==> src/game_defs.svh <==
`ifndef GAME_DEFS_SVH
`define GAME_DEFS_SVH

// one turn engine per player
`define NUM_PLAYERS 2

// pace divider width, wide enough for the board-rate reload
`define PACE_WIDTH 26

// default reload for the pace divider
// simulation overrides this through the top-level parameter
`define PACE_RELOAD 300000

`endif

==> src/game_state_pkg.sv <==
`default_nettype none

package game_state_pkg;

    // game-level states of the round sequencer
    typedef enum logic [3:0] {
        START,
        MAIN_MENU,
        DRAW_BOARD,
        DRAW_SPIRIT,
        DRAW_GHOST_0,
        DRAW_GHOST_1,
        // wait for the pace divider before the turns
        PACE_WAIT,
        TURN_GRANT,
        TURN_WAIT,
        // spirit caught or not
        SPIRIT_CHECK,
        RAND_SPIRIT,
        END_GAME
    } round_state_t;

endpackage

`default_nettype wire

==> src/move_pkg.sv <==
`default_nettype none

package move_pkg;

    // enum value doubles as the bit index into keys_t
    typedef enum logic [1:0] {
        RIGHT,
        LEFT,
        UP,
        DOWN
    } dir_t;

    // player number
    typedef logic player_idx_t;

    // bit 0 right, bit 1 left, bit 2 up, bit 3 down
    typedef logic [3:0] keys_t;

endpackage

`default_nettype wire

==> src/player_cmd_if.sv <==
`default_nettype none

interface player_cmd_if
    import move_pkg::*;
();
    // requests from the turn engine, held as levels
    logic erase_req;
    logic move_req;
    dir_t dir;
    // completions routed back by the port mux
    logic erase_done;
    logic move_valid;

    modport player (output erase_req, move_req, dir, input erase_done, move_valid);

    modport mux (input erase_req, move_req, dir, output erase_done, move_valid);

endinterface

`default_nettype wire

==> src/pace_timer.sv <==
`default_nettype none
`include "game_defs.svh"

module pace_timer #(
    parameter int unsigned reload = `PACE_RELOAD
) (
    input  logic clk,
    input  logic reset,
    output logic tick
);

    logic [`PACE_WIDTH-1:0] count;

    // free-running down-counter, reload on zero
    always_ff @(posedge clk or posedge reset) begin
        if (reset) begin
            count <= `PACE_WIDTH'(reload);
        end else if (count == '0) begin
            count <= `PACE_WIDTH'(reload);
        end else begin
            count <= count - 1'b1;
        end
    end

    // one cycle per period
    assign tick = (count == '0);

endmodule

`default_nettype wire

==> src/round_sequencer.sv <==
`default_nettype none
`include "game_defs.svh"

module round_sequencer
    import game_state_pkg::*;
(
    input  logic                    clk,
    input  logic                    reset,
    input  logic                    start_game,
    input  logic                    board_done,
    input  logic                    spirit_done,
    input  logic                    ghost_done,
    input  logic                    ghost_done_2,
    input  logic                    pace_tick,
    input  logic                    erase_spirit_done,
    input  logic                    endgame,
    input  logic [`NUM_PLAYERS-1:0] turn_done,
    output logic [`NUM_PLAYERS-1:0] turn_grant,
    output logic                    start,
    output logic                    draw_board,
    output logic                    draw_spirit,
    output logic                    draw_ghost,
    output logic                    draw_ghost_2,
    output logic                    spirit_caught,
    output logic                    rand_spirit,
    output logic                    draw_end
);

    localparam int cnt_w = (`NUM_PLAYERS > 1) ? $clog2(`NUM_PLAYERS) : 1;
    localparam logic [cnt_w-1:0] last_player = cnt_w'(`NUM_PLAYERS - 1);

    round_state_t state;
    round_state_t state_next;
    // whose turn it is
    logic [cnt_w-1:0] player_cnt;

    always_ff @(posedge clk or posedge reset) begin
        if (reset) begin
            state      <= START;
            player_cnt <= '0;
        end else begin
            state <= state_next;
            // step to the next player once the current one finishes
            if (state == TURN_WAIT && turn_done[player_cnt]) begin
                player_cnt <= (player_cnt == last_player) ? '0 : player_cnt + 1'b1;
            end
        end
    end

    always_comb begin
        state_next = state;
        case (state)
            START:        state_next = MAIN_MENU;
            MAIN_MENU:    if (start_game) state_next = DRAW_BOARD;
            DRAW_BOARD:   if (board_done) state_next = DRAW_SPIRIT;
            DRAW_SPIRIT:  if (spirit_done) state_next = DRAW_GHOST_0;
            DRAW_GHOST_0: if (ghost_done) state_next = DRAW_GHOST_1;
            DRAW_GHOST_1: if (ghost_done_2) state_next = PACE_WAIT;
            PACE_WAIT:    if (pace_tick) state_next = TURN_GRANT;
            // grant is a single cycle
            TURN_GRANT:   state_next = TURN_WAIT;
            TURN_WAIT: begin
                if (turn_done[player_cnt]) begin
                    state_next = (player_cnt == last_player) ? SPIRIT_CHECK : TURN_GRANT;
                end
            end
            // not caught, redraw and play another round
            SPIRIT_CHECK: state_next = erase_spirit_done ? RAND_SPIRIT : DRAW_SPIRIT;
            RAND_SPIRIT:  state_next = endgame ? END_GAME : DRAW_SPIRIT;
            // game over, stay here until reset
            END_GAME:     state_next = END_GAME;
            default:      state_next = START;
        endcase
    end

    // moore outputs, all decoded from state
    always_comb begin
        turn_grant    = '0;
        start         = 1'b0;
        draw_board    = 1'b0;
        draw_spirit   = 1'b0;
        draw_ghost    = 1'b0;
        draw_ghost_2  = 1'b0;
        spirit_caught = 1'b0;
        rand_spirit   = 1'b0;
        draw_end      = 1'b0;
        case (state)
            START:        start = 1'b1;
            DRAW_BOARD:   draw_board = 1'b1;
            DRAW_SPIRIT:  draw_spirit = 1'b1;
            DRAW_GHOST_0: draw_ghost = 1'b1;
            DRAW_GHOST_1: draw_ghost_2 = 1'b1;
            TURN_GRANT:   turn_grant[player_cnt] = 1'b1;
            SPIRIT_CHECK: spirit_caught = 1'b1;
            RAND_SPIRIT:  rand_spirit = 1'b1;
            END_GAME:     draw_end = 1'b1;
            default:      start = 1'b0;
        endcase
    end

endmodule

`default_nettype wire

==> src/player_turn.sv <==
`default_nettype none

module player_turn
    import move_pkg::*;
(
    input  logic         clk,
    input  logic         reset,
    input  keys_t        keys,
    input  logic         turn_grant,
    output logic         turn_done,
    player_cmd_if.player cmd
);

    typedef enum logic [1:0] {IDLE, ERASE, MOVE, FINISH} turn_state_t;

    turn_state_t state;
    turn_state_t state_next;
    dir_t        key_dir;
    dir_t        dir_q;

    // key priority right, left, up, down
    always_comb begin
        key_dir = DOWN;
        if (keys[RIGHT]) begin
            key_dir = RIGHT;
        end else if (keys[LEFT]) begin
            key_dir = LEFT;
        end else if (keys[UP]) begin
            key_dir = UP;
        end
    end

    always_comb begin
        state_next = state;
        case (state)
            // no key pressed, skip the turn
            IDLE:    if (turn_grant) state_next = (|keys) ? ERASE : FINISH;
            ERASE:   if (cmd.erase_done) state_next = MOVE;
            // keep stepping until the tile is valid
            MOVE:    if (cmd.move_valid) state_next = FINISH;
            FINISH:  state_next = IDLE;
            default: state_next = IDLE;
        endcase
    end

    always_ff @(posedge clk or posedge reset) begin
        if (reset) begin
            state         <= IDLE;
            cmd.erase_req <= 1'b0;
            cmd.move_req  <= 1'b0;
        end else begin
            state <= state_next;
            // requests lag the state by a cycle and drop on their done
            cmd.erase_req <= (state == ERASE) && !cmd.erase_done;
            cmd.move_req  <= (state == MOVE) && !cmd.move_valid;
        end
    end

    // direction held for the whole turn
    always_ff @(posedge clk) begin
        if (state == IDLE && turn_grant) begin
            dir_q <= key_dir;
        end
    end

    assign cmd.dir   = dir_q;
    assign turn_done = (state == FINISH);

endmodule

`default_nettype wire

==> src/datapath_port_mux.sv <==
`default_nettype none
`include "game_defs.svh"

module datapath_port_mux
    import move_pkg::*;
(
    player_cmd_if.mux cmd [`NUM_PLAYERS],
    input  logic      erase_ghost_done,
    input  logic      valid,
    output keys_t     erase_ghost [`NUM_PLAYERS],
    output keys_t     move [`NUM_PLAYERS]
);

    // one strobe bit per direction
    function automatic keys_t dir_onehot(input dir_t d);
        keys_t v;
        v    = '0;
        v[d] = 1'b1;
        return v;
    endfunction

    for (genvar p = 0; p < `NUM_PLAYERS; p++) begin : g_port
        localparam player_idx_t pid = player_idx_t'(p);

        // strobes only while the request is up
        assign erase_ghost[pid] = cmd[p].erase_req ? dir_onehot(cmd[p].dir) : '0;
        assign move[pid]        = cmd[p].move_req ? dir_onehot(cmd[p].dir) : '0;

        // shared done lines go back only to the requester
        assign cmd[p].erase_done = cmd[p].erase_req & erase_ghost_done;
        assign cmd[p].move_valid = cmd[p].move_req & valid;
    end

endmodule

`default_nettype wire

==> src/game_control.sv <==
`default_nettype none
`include "game_defs.svh"

module game_control
    import move_pkg::*;
#(
    parameter int unsigned pace_reload = `PACE_RELOAD
) (
    input  logic clk,
    input  logic reset,
    input  logic go_right,
    input  logic go_left,
    input  logic go_up,
    input  logic go_down,
    input  logic go_right2,
    input  logic go_left2,
    input  logic go_up2,
    input  logic go_down2,
    input  logic start_game,
    input  logic board_done,
    input  logic spirit_done,
    input  logic ghost_done,
    input  logic ghost_done_2,
    input  logic erase_ghost_done,
    input  logic valid,
    input  logic erase_spirit_done,
    input  logic endgame,
    output logic start,
    output logic draw_board,
    output logic draw_spirit,
    output logic draw_ghost,
    output logic draw_ghost_2,
    output logic move_right,
    output logic move_left,
    output logic move_up,
    output logic move_down,
    output logic move_right2,
    output logic move_left2,
    output logic move_up2,
    output logic move_down2,
    output logic erase_ghost_right,
    output logic erase_ghost_left,
    output logic erase_ghost_up,
    output logic erase_ghost_down,
    output logic erase_ghost_right2,
    output logic erase_ghost_left2,
    output logic erase_ghost_up2,
    output logic erase_ghost_down2,
    output logic spirit_caught,
    output logic rand_spirit,
    output logic draw_end
);

    logic                    pace_tick;
    logic [`NUM_PLAYERS-1:0] turn_grant;
    logic [`NUM_PLAYERS-1:0] turn_done;
    keys_t                   player_keys [`NUM_PLAYERS];
    keys_t                   erase_vec [`NUM_PLAYERS];
    keys_t                   move_vec [`NUM_PLAYERS];

    player_cmd_if cmd [`NUM_PLAYERS] ();

    // bit order follows dir_t
    assign player_keys[0] = {go_down, go_up, go_left, go_right};
    assign player_keys[1] = {go_down2, go_up2, go_left2, go_right2};

    pace_timer #(
        .reload(pace_reload)
    ) pace_timer_inst (
        .clk  (clk),
        .reset(reset),
        .tick (pace_tick)
    );

    round_sequencer round_sequencer_inst (
        .clk              (clk),
        .reset            (reset),
        .start_game       (start_game),
        .board_done       (board_done),
        .spirit_done      (spirit_done),
        .ghost_done       (ghost_done),
        .ghost_done_2     (ghost_done_2),
        .pace_tick        (pace_tick),
        .erase_spirit_done(erase_spirit_done),
        .endgame          (endgame),
        .turn_done        (turn_done),
        .turn_grant       (turn_grant),
        .start            (start),
        .draw_board       (draw_board),
        .draw_spirit      (draw_spirit),
        .draw_ghost       (draw_ghost),
        .draw_ghost_2     (draw_ghost_2),
        .spirit_caught    (spirit_caught),
        .rand_spirit      (rand_spirit),
        .draw_end         (draw_end)
    );

    // one turn engine per player
    for (genvar p = 0; p < `NUM_PLAYERS; p++) begin : g_player
        player_turn player_turn_inst (
            .clk       (clk),
            .reset     (reset),
            .keys      (player_keys[p]),
            .turn_grant(turn_grant[p]),
            .turn_done (turn_done[p]),
            .cmd       (cmd[p])
        );
    end

    datapath_port_mux datapath_port_mux_inst (
        .cmd             (cmd),
        .erase_ghost_done(erase_ghost_done),
        .valid           (valid),
        .erase_ghost     (erase_vec),
        .move            (move_vec)
    );

    // player one strobes
    assign erase_ghost_right = erase_vec[0][RIGHT];
    assign erase_ghost_left  = erase_vec[0][LEFT];
    assign erase_ghost_up    = erase_vec[0][UP];
    assign erase_ghost_down  = erase_vec[0][DOWN];
    assign move_right        = move_vec[0][RIGHT];
    assign move_left         = move_vec[0][LEFT];
    assign move_up           = move_vec[0][UP];
    assign move_down         = move_vec[0][DOWN];

    // player two strobes
    assign erase_ghost_right2 = erase_vec[1][RIGHT];
    assign erase_ghost_left2  = erase_vec[1][LEFT];
    assign erase_ghost_up2    = erase_vec[1][UP];
    assign erase_ghost_down2  = erase_vec[1][DOWN];
    assign move_right2        = move_vec[1][RIGHT];
    assign move_left2         = move_vec[1][LEFT];
    assign move_up2           = move_vec[1][UP];
    assign move_down2         = move_vec[1][DOWN];

endmodule

`default_nettype wire

==> config.mk <==
export PLATFORM = sky130hd
export DESIGN_NAME = game_control
export DESIGN_NICKNAME = d
export VERILOG_FILES = /design/src/game_state_pkg.sv /design/src/move_pkg.sv /design/src/player_cmd_if.sv /design/src/pace_timer.sv /design/src/round_sequencer.sv /design/src/player_turn.sv /design/src/datapath_port_mux.sv /design/src/game_control.sv
export VERILOG_INCLUDE_DIRS = /design/src
export SDC_FILE = /design/constraint.sdc
export NUM_CORES = 1
export LEC_CHECK = 0
export BUFFER_PORTS_ARGS = -buffer_cell sky130_fd_sc_hd__buf_2
export CAP_MARGIN = 20
export CORE_ASPECT_RATIO = 0.9
export CORE_UTILIZATION = 30
export CTS_CLUSTER_DIAMETER = 40
export DETAILED_ROUTE_END_ITERATION = 7
export PLACE_DENSITY_LB_ADDON = 0.3
export REMOVE_ABC_BUFFERS = 1
export SETUP_SLACK_MARGIN = 0.3
export SKIP_CTS_REPAIR_TIMING = 1
export SYNTH_ARGS = -nofsm -noshare
export SYNTH_HDL_FRONTEND = slang
export SYNTH_SLANG_ARGS = --single-unit
==> constraint.sdc <==
create_clock -name clk -period 7.1 [get_ports clk]
set_input_delay 0.355 -clock clk [delete_from_list [all_inputs] [get_ports clk]]
set_output_delay 0.355 -clock clk [all_outputs]
set_load 0.02 [all_outputs]
Word-level counts from Yosys, hierarchy flattened
Index checks and enable logic that the tools add are counted.
{ "classes": {"add_sub_neg": 2, "bitwise_logic": 4, "mux": 48, "n_div": 0, "shift": 0, "reduce_logical": 25, "eq_ne": 30, "magnitude_cmp": 6, "n_mul": 0} }
{ "op_table": {"columns": ["operator", "count"], "rows": [
  ["4-bit two-way mux", 14],
  ["4-bit one-hot mux with 12 select lines", 1],
  ["26-bit zero test", 1],
  ["26-bit two-way mux", 1],
  ["26-bit by 1-bit subtractor with 26-bit output, second input constant", 1],
  ["1-bit two-way mux", 18],
  ["2-bit two-way mux", 9],
  ["2-bit inequality test, second input constant", 9],
  ["4-bit by 3-bit == test with 1-bit output, second input constant", 4],
  ["4-bit == test, second input constant", 4],
  ["2-bit one-hot mux with 4 select lines", 2],
  ["1-bit logical AND", 10],
  ["2-bit == test, second input constant", 4],
  ["4-bit by 2-bit == test with 1-bit output, second input constant", 2],
  ["2-bit by 1-bit inequality test with 1-bit output, second input constant", 4],
  ["4-bit OR reduction", 2],
  ["7-bit AND reduction", 1],
  ["2-bit by 3-bit less-than comparator with 1-bit output, second input constant", 2],
  ["3-bit AND reduction", 2],
  ["1-bit bitwise AND", 4],
  ["1-bit demux with 2-bit select", 2],
  ["2-bit by 1-bit == test with 1-bit output, second input constant", 2],
  ["4-bit by 1-bit == test with 1-bit output, second input constant", 1],
  ["2-bit by 1-bit greater-or-equal comparator with 1-bit output, second input constant", 2],
  ["other kinds (8)", 13]
]} }
{ "word_totals": {"ram_bits": 0, "latchBits": 0, "reg_bits": 43, "rom_bits": 0, "inputBits": 19, "wordCells": 128, "out_inout_bits": 24, "n_memories": 0} }

Depth between registers and ports, before layout
{ "logic_depth": {"ltp_word": 7, "ltp_mapped": 8, "mapped_depth_nobuf": 7} }

Modules after synthesis
Synthesis repeated with hierarchy kept, for this count alone.
{ "unflattened": {"cells_unflattened": 271, "area_unflattened_um2": 2656.3} }
{ "modules_own_cells": {"columns": ["module", "area_each_um2", "seq_area_each_um2", "instances", "cells_per_inst"], "rows": [
  ["pace_timer", 1308.8, 660.6, 1, 121],
  ["player_turn", 325.3, 160.2, 2, 27],
  ["round_sequencer", 546.8, 125.1, 1, 76],
  ["datapath_port_mux", 150.1, 0.0, 1, 20]
]} }

Worst setup path before layout
No wires, ideal clock.
{ "synth_timing": {"path_type": "flip-flop to flip-flop", "startpoint": "register pace_timer_inst.count[0]", "endpoint": "register pace_timer_inst.count[22]", "path_slack_ns": 4.823, "arrival_time_ns": 2.211, "synth_period_minus_slack_ns": 2.277, "setup_ns": 0.066, "t_required_ns": 7.034, "n_path_buf": 0, "path_stages_with_launch": 8, "path_cell_list": "dfrtp_1 inv_1 ha_1 or4b_1 nand2b_4 or3b_4 or4_1 nand2_1"} }
{ "synth_via": {"elab_chain_cells": 2, "word_cells_on_any_way": 3, "classes_between": "add/sub: 1; mux: 1; reduce/logical: 1"} }
{ "synth_rtl": {"columns": ["element", "line", "source"], "rows": [
  ["start, declared", "pace_timer.sv:12", "logic [`PACE_WIDTH-1:0] count;"],
  ["start signal, assigned", "pace_timer.sv:17", "count <= `PACE_WIDTH'(reload);"],
  ["start signal, assigned", "pace_timer.sv:19", "count <= `PACE_WIDTH'(reload);"],
  ["start signal, assigned", "pace_timer.sv:21", "count <= count - 1'b1;"],
  ["26-bit by 1-bit subtractor with 26-bit output / 26-bit zero test (equally long branches)", "pace_timer.sv:21, pace_timer.sv:18", null],
  ["26-bit two-way mux (*)", "pace_timer.sv:18", "end else if (count == '0) begin"]
]} }
Mark *: on every way between the ends. The rest lies on a longest branch, timed or not.
A chain may end at the register's enable or synchronous reset.

Worst setup path in the final report
{ "layout_timing": {"startpoint": "register pace_timer_inst.count[0]", "endpoint": "register pace_timer_inst.count[17]"} }
The elaborated chain is that of the path after synthesis.

==> results.py <==
metrics = {
    "setup_path": {
        "crit_required_ps": 7250,
        "crit_path_max_fanout": 11,
        "start_kind": "flip-flop",
        "cp.arrival_ps": 2760,
        "critPathCaptureType": "flip-flop",
        "crit_type": "flip-flop to flip-flop",
    },
    "global_routing": {
        "grt_usage_pct": 12.46,
        "grt-ovfl-total": 0,
        "grt_pass1_wl_um": 8728,
        "grt_max_degree": 40,
        "antenna_found_initial": 0,
        "grt_pass1_vias": 1885,
    },
    "synth": {
        "ys_ff_latch": 43,
        "synth_top_cell_by_area": "dfrtp_1",
        "synth_edf_count": 4,
        "synth_area_leaders": "dfrtp_1 32%, dfstp_2 8.6%, ha_1 5.1%",
        "synth_adder_area_share_pct": 5.102,
        "synth_top_family_by_area": "simple AND/OR/NAND/NOR gates",
        "synth_compound_area_share_pct": 11.07,
        "ys.flop_type": "dfrtp_1",
        "syn_inst": 254,
        "synth_top_area_share_pct": 31.63,
        "syn_area_sq_mm": 0.002452,
        "yosysWarnings": 0,
        "synthSimpleGateAreaFrac_pct": 26.48,
        "synth_mux_area_share_pct": 3.776,
        "avgSynthCellArea_sq_um": 9.655,
        "ys_seq_area_share_pct": 45.10,
        "synth_cell_types": 47,
        "synthArstFlopShare_pct": 90.70,
        "synth_xor_area_share_pct": 5.000,
    },
    "finish": {
        "drive_above_1_share_pct": 22.22,
        "num_antenna_cells": 0,
        "synthToLayoutAreaGrowth_pct": 15.92,
        "final_nets": 325,
        "final_cell_area_sq_mm": 0.002843,
        "final.fill_count": 801,
    },
    "power": {
        "finalPower_mw": 0.7698,
        "p_sw_mw": 0.2910,
        "p_per_area_mw_per_mm2": 270.8,
        "p_leak_nw": 1.328,
        "comb_power_share_pct": 35.7,
        "p_clk_share_pct": 19.4,
        "p_int_mw": 0.4788,
        "p_seq_share_pct": 44.9,
        "sw_frac_of_total_pct": 37.81,
        "vdd_drop_max_mv": 0.08421,
    },
    "flow_run": {
        "max-cap-violations": 0,
    },
    "sta": {
        "final.period_utilization_pct": 36.66,
        "setup-violations-final": 0,
        "whs_ps": 163.0,
        "setup_tns_ps": 0,
        "skew_ps": 2.467,
        "maxSlewViolCount": 0,
        "max-slew-margin-rel_pct": 53.38,
        "fin_crit_ps": 2603,
        "fmax_ghz": 0.3842,
        "worstMarginPinSlew_ps": 697.8,
        "rsz0062_at_grt": "no",
        "final_hold_viol_count": 0,
    },
    "detailed_routing": {
        "drcViolationCount": 0,
        "vias": 1946,
        "drt_iter0_drc": 88,
        "wire_per_inst_um": 12.17,
        "dr.pass1.iters": 4,
        "finalWirelength_um": 4782,
        "antenna_left": 0,
        "vias_per_cell": 4.952,
    },
    "clock_tree": {
        "clk_latency_ps": 290,
        "path_clk_slew_ps": 80,
        "cts_tree": "yes",
        "clkSinkCount": 43,
        "clockRootBuffer": "clkbuf_8",
        "clock_path_buffers": 2,
        "htree_levels": 2,
        "cts_made_buffers": 5,
    },
    "worst_hold_path": {
        "hold_class": "primary input to asynchronous set/reset pin",
    },
    "placed_design": {
        "place_area_sq_mm": 0.002758,
        "gp_congestion": 0.7806,
        "dp_hpwl_um": 3596,
        "portBuffers": 42,
    },
    "outcome": {
        "outcome": "finished clean",
    },
    "floorplanning": {
        "boundaryPins": 43,
        "initial_utilization_pct": 31.72,
        "die_area_sq_mm": 0.008541,
        "fp.dieW_um": 97.31,
        "die_y_um": 87.78,
        "coreArea_sq_mm": 0.007732,
        "fp-row-count": 30,
    },
}
-- cells by family after synthesis --
logic type,count (synthesis)
buf+inv,22
flops,43
fa+ha+maj,10
xor+xnor,14
mux,9
simple gates,116
compound gates,40
-- per-layer routing --
layer	global-route usage (%)	share of wire, %
met3	2.314	3.8
met5	0	0
met4	4.412	1.9
met2	19.97	43
met1	17.06	51
-- critical path: stages, from the launching register on --
cell,delay [ps]
dfrtp_1,410
inv_1,70
ha_1,200
or4b_1,500
nand2b_4,200
or3b_4,440
nor2_1,530
nor2_1,110
-- power by group through the flow --
stage               Clock [mW]  Combinational [mW]  Sequential [mW]
floorplan                    0               0.215            0.333
global placement             0               0.273            0.350
detailed placement           0               0.277            0.353
CTS                      0.157               0.279            0.347
global route             0.165               0.314            0.356
finish                   0.149               0.275            0.346
-- worst paths after layout --
| kind | from | endpoint | slack (ps) | cells past startpoint |
|---|---|---|---|---|
| hold / removal | reset | g_player[0].player_turn_inst.state[1]$_DFFE_PP0P_ | 160 | 3 |
| setup / recovery | pace_timer_inst.count[0]$_DFF_PP0_ | pace_timer_inst.count[17]$_DFF_PP0_ | 4500 | 7 |
| setup reg to reg | pace_timer_inst.count[0]$_DFF_PP0_ | pace_timer_inst.count[17]$_DFF_PP0_ | 4500 | 7 |
| max in group asynchronous | reset | pace_timer_inst.count[6]$_DFF_PP1_ | 6580 | 3 |
| min in group clk | valid | g_player[0].player_turn_inst.cmd.move_req$_DFF_PP0_ | 290 | 2 |
| hold reg to reg | pace_timer_inst.count[0]$_DFF_PP0_ | pace_timer_inst.count[0]$_DFF_PP0_ | 490 | 1 |
-- cell usage in the layout (no fill, tap or decap), drive strengths merged, types with 5 or more instances in the layout --
master	count
a21oi	6
nand2b	5
inv	14
nor2	33
ha	10
dfstp	8
nor3b	5
and3	5
clkbuf	6
nor3	12
dfrtp	31
buf	43
nand2	20
xnor2	7
mux2i	7
or3	6
xor2	7
o21ai	13
and3b	8
nand3	6
-- synthesized netlist by cell type (5+ instances only) --
library cell	count
mux2i_1	7
inv_1	14
nand3_1	6
o21ai_0	13
dfstp_2	8
and3b_1	8
clkbuf_1	6
dfrtp_1	31
nand2_1	20
or3_1	6
xor2_1	7
xnor2_1	7
and3_1	5
nor3b_1	5
nor3_1	11
nor2_1	33
ha_1	10
a21oi_1	6
-- flip-flops by register name, indices dropped and copies added (netlist names) --
signal	count
g_player.player_turn_inst.state	4
pace_timer_inst.count	26
g_player.player_turn_inst.cmd.dir	4
g_player.player_turn_inst.cmd.move_req	2
round_sequencer_inst.state	4
round_sequencer_inst.player_cnt	1
g_player.player_turn_inst.cmd.erase_req	2
-- area by class of cell --
type / count / area (sq um) / share of cell area (%)
inverter: 14 / 52.55 / 1.849
tap: 96 / 120.1 / 4.225
timing repair buffer: 43 / 217.7 / 7.658
sequential: 43 / 1106 / 38.91
clock buffer: 6 / 72.57 / 2.553
clock inverter: 2 / 12.51 / 0.4401
multi-input combinational: 189 / 1261 / 44.37
-- stage by stage --
stage | worst slack, ps | utilization [%] | std cells
floorplan | 4784 | - | 246
global placement | 4539 | 35.66 | 385
detailed placement | 4439 | 35.66 | 385
CTS | 4427 | 36.76 | 393
global route | 4223 | 36.76 | 393
finish | 4497 | 36.76 | 393
(Power assumes the default switching activity.)
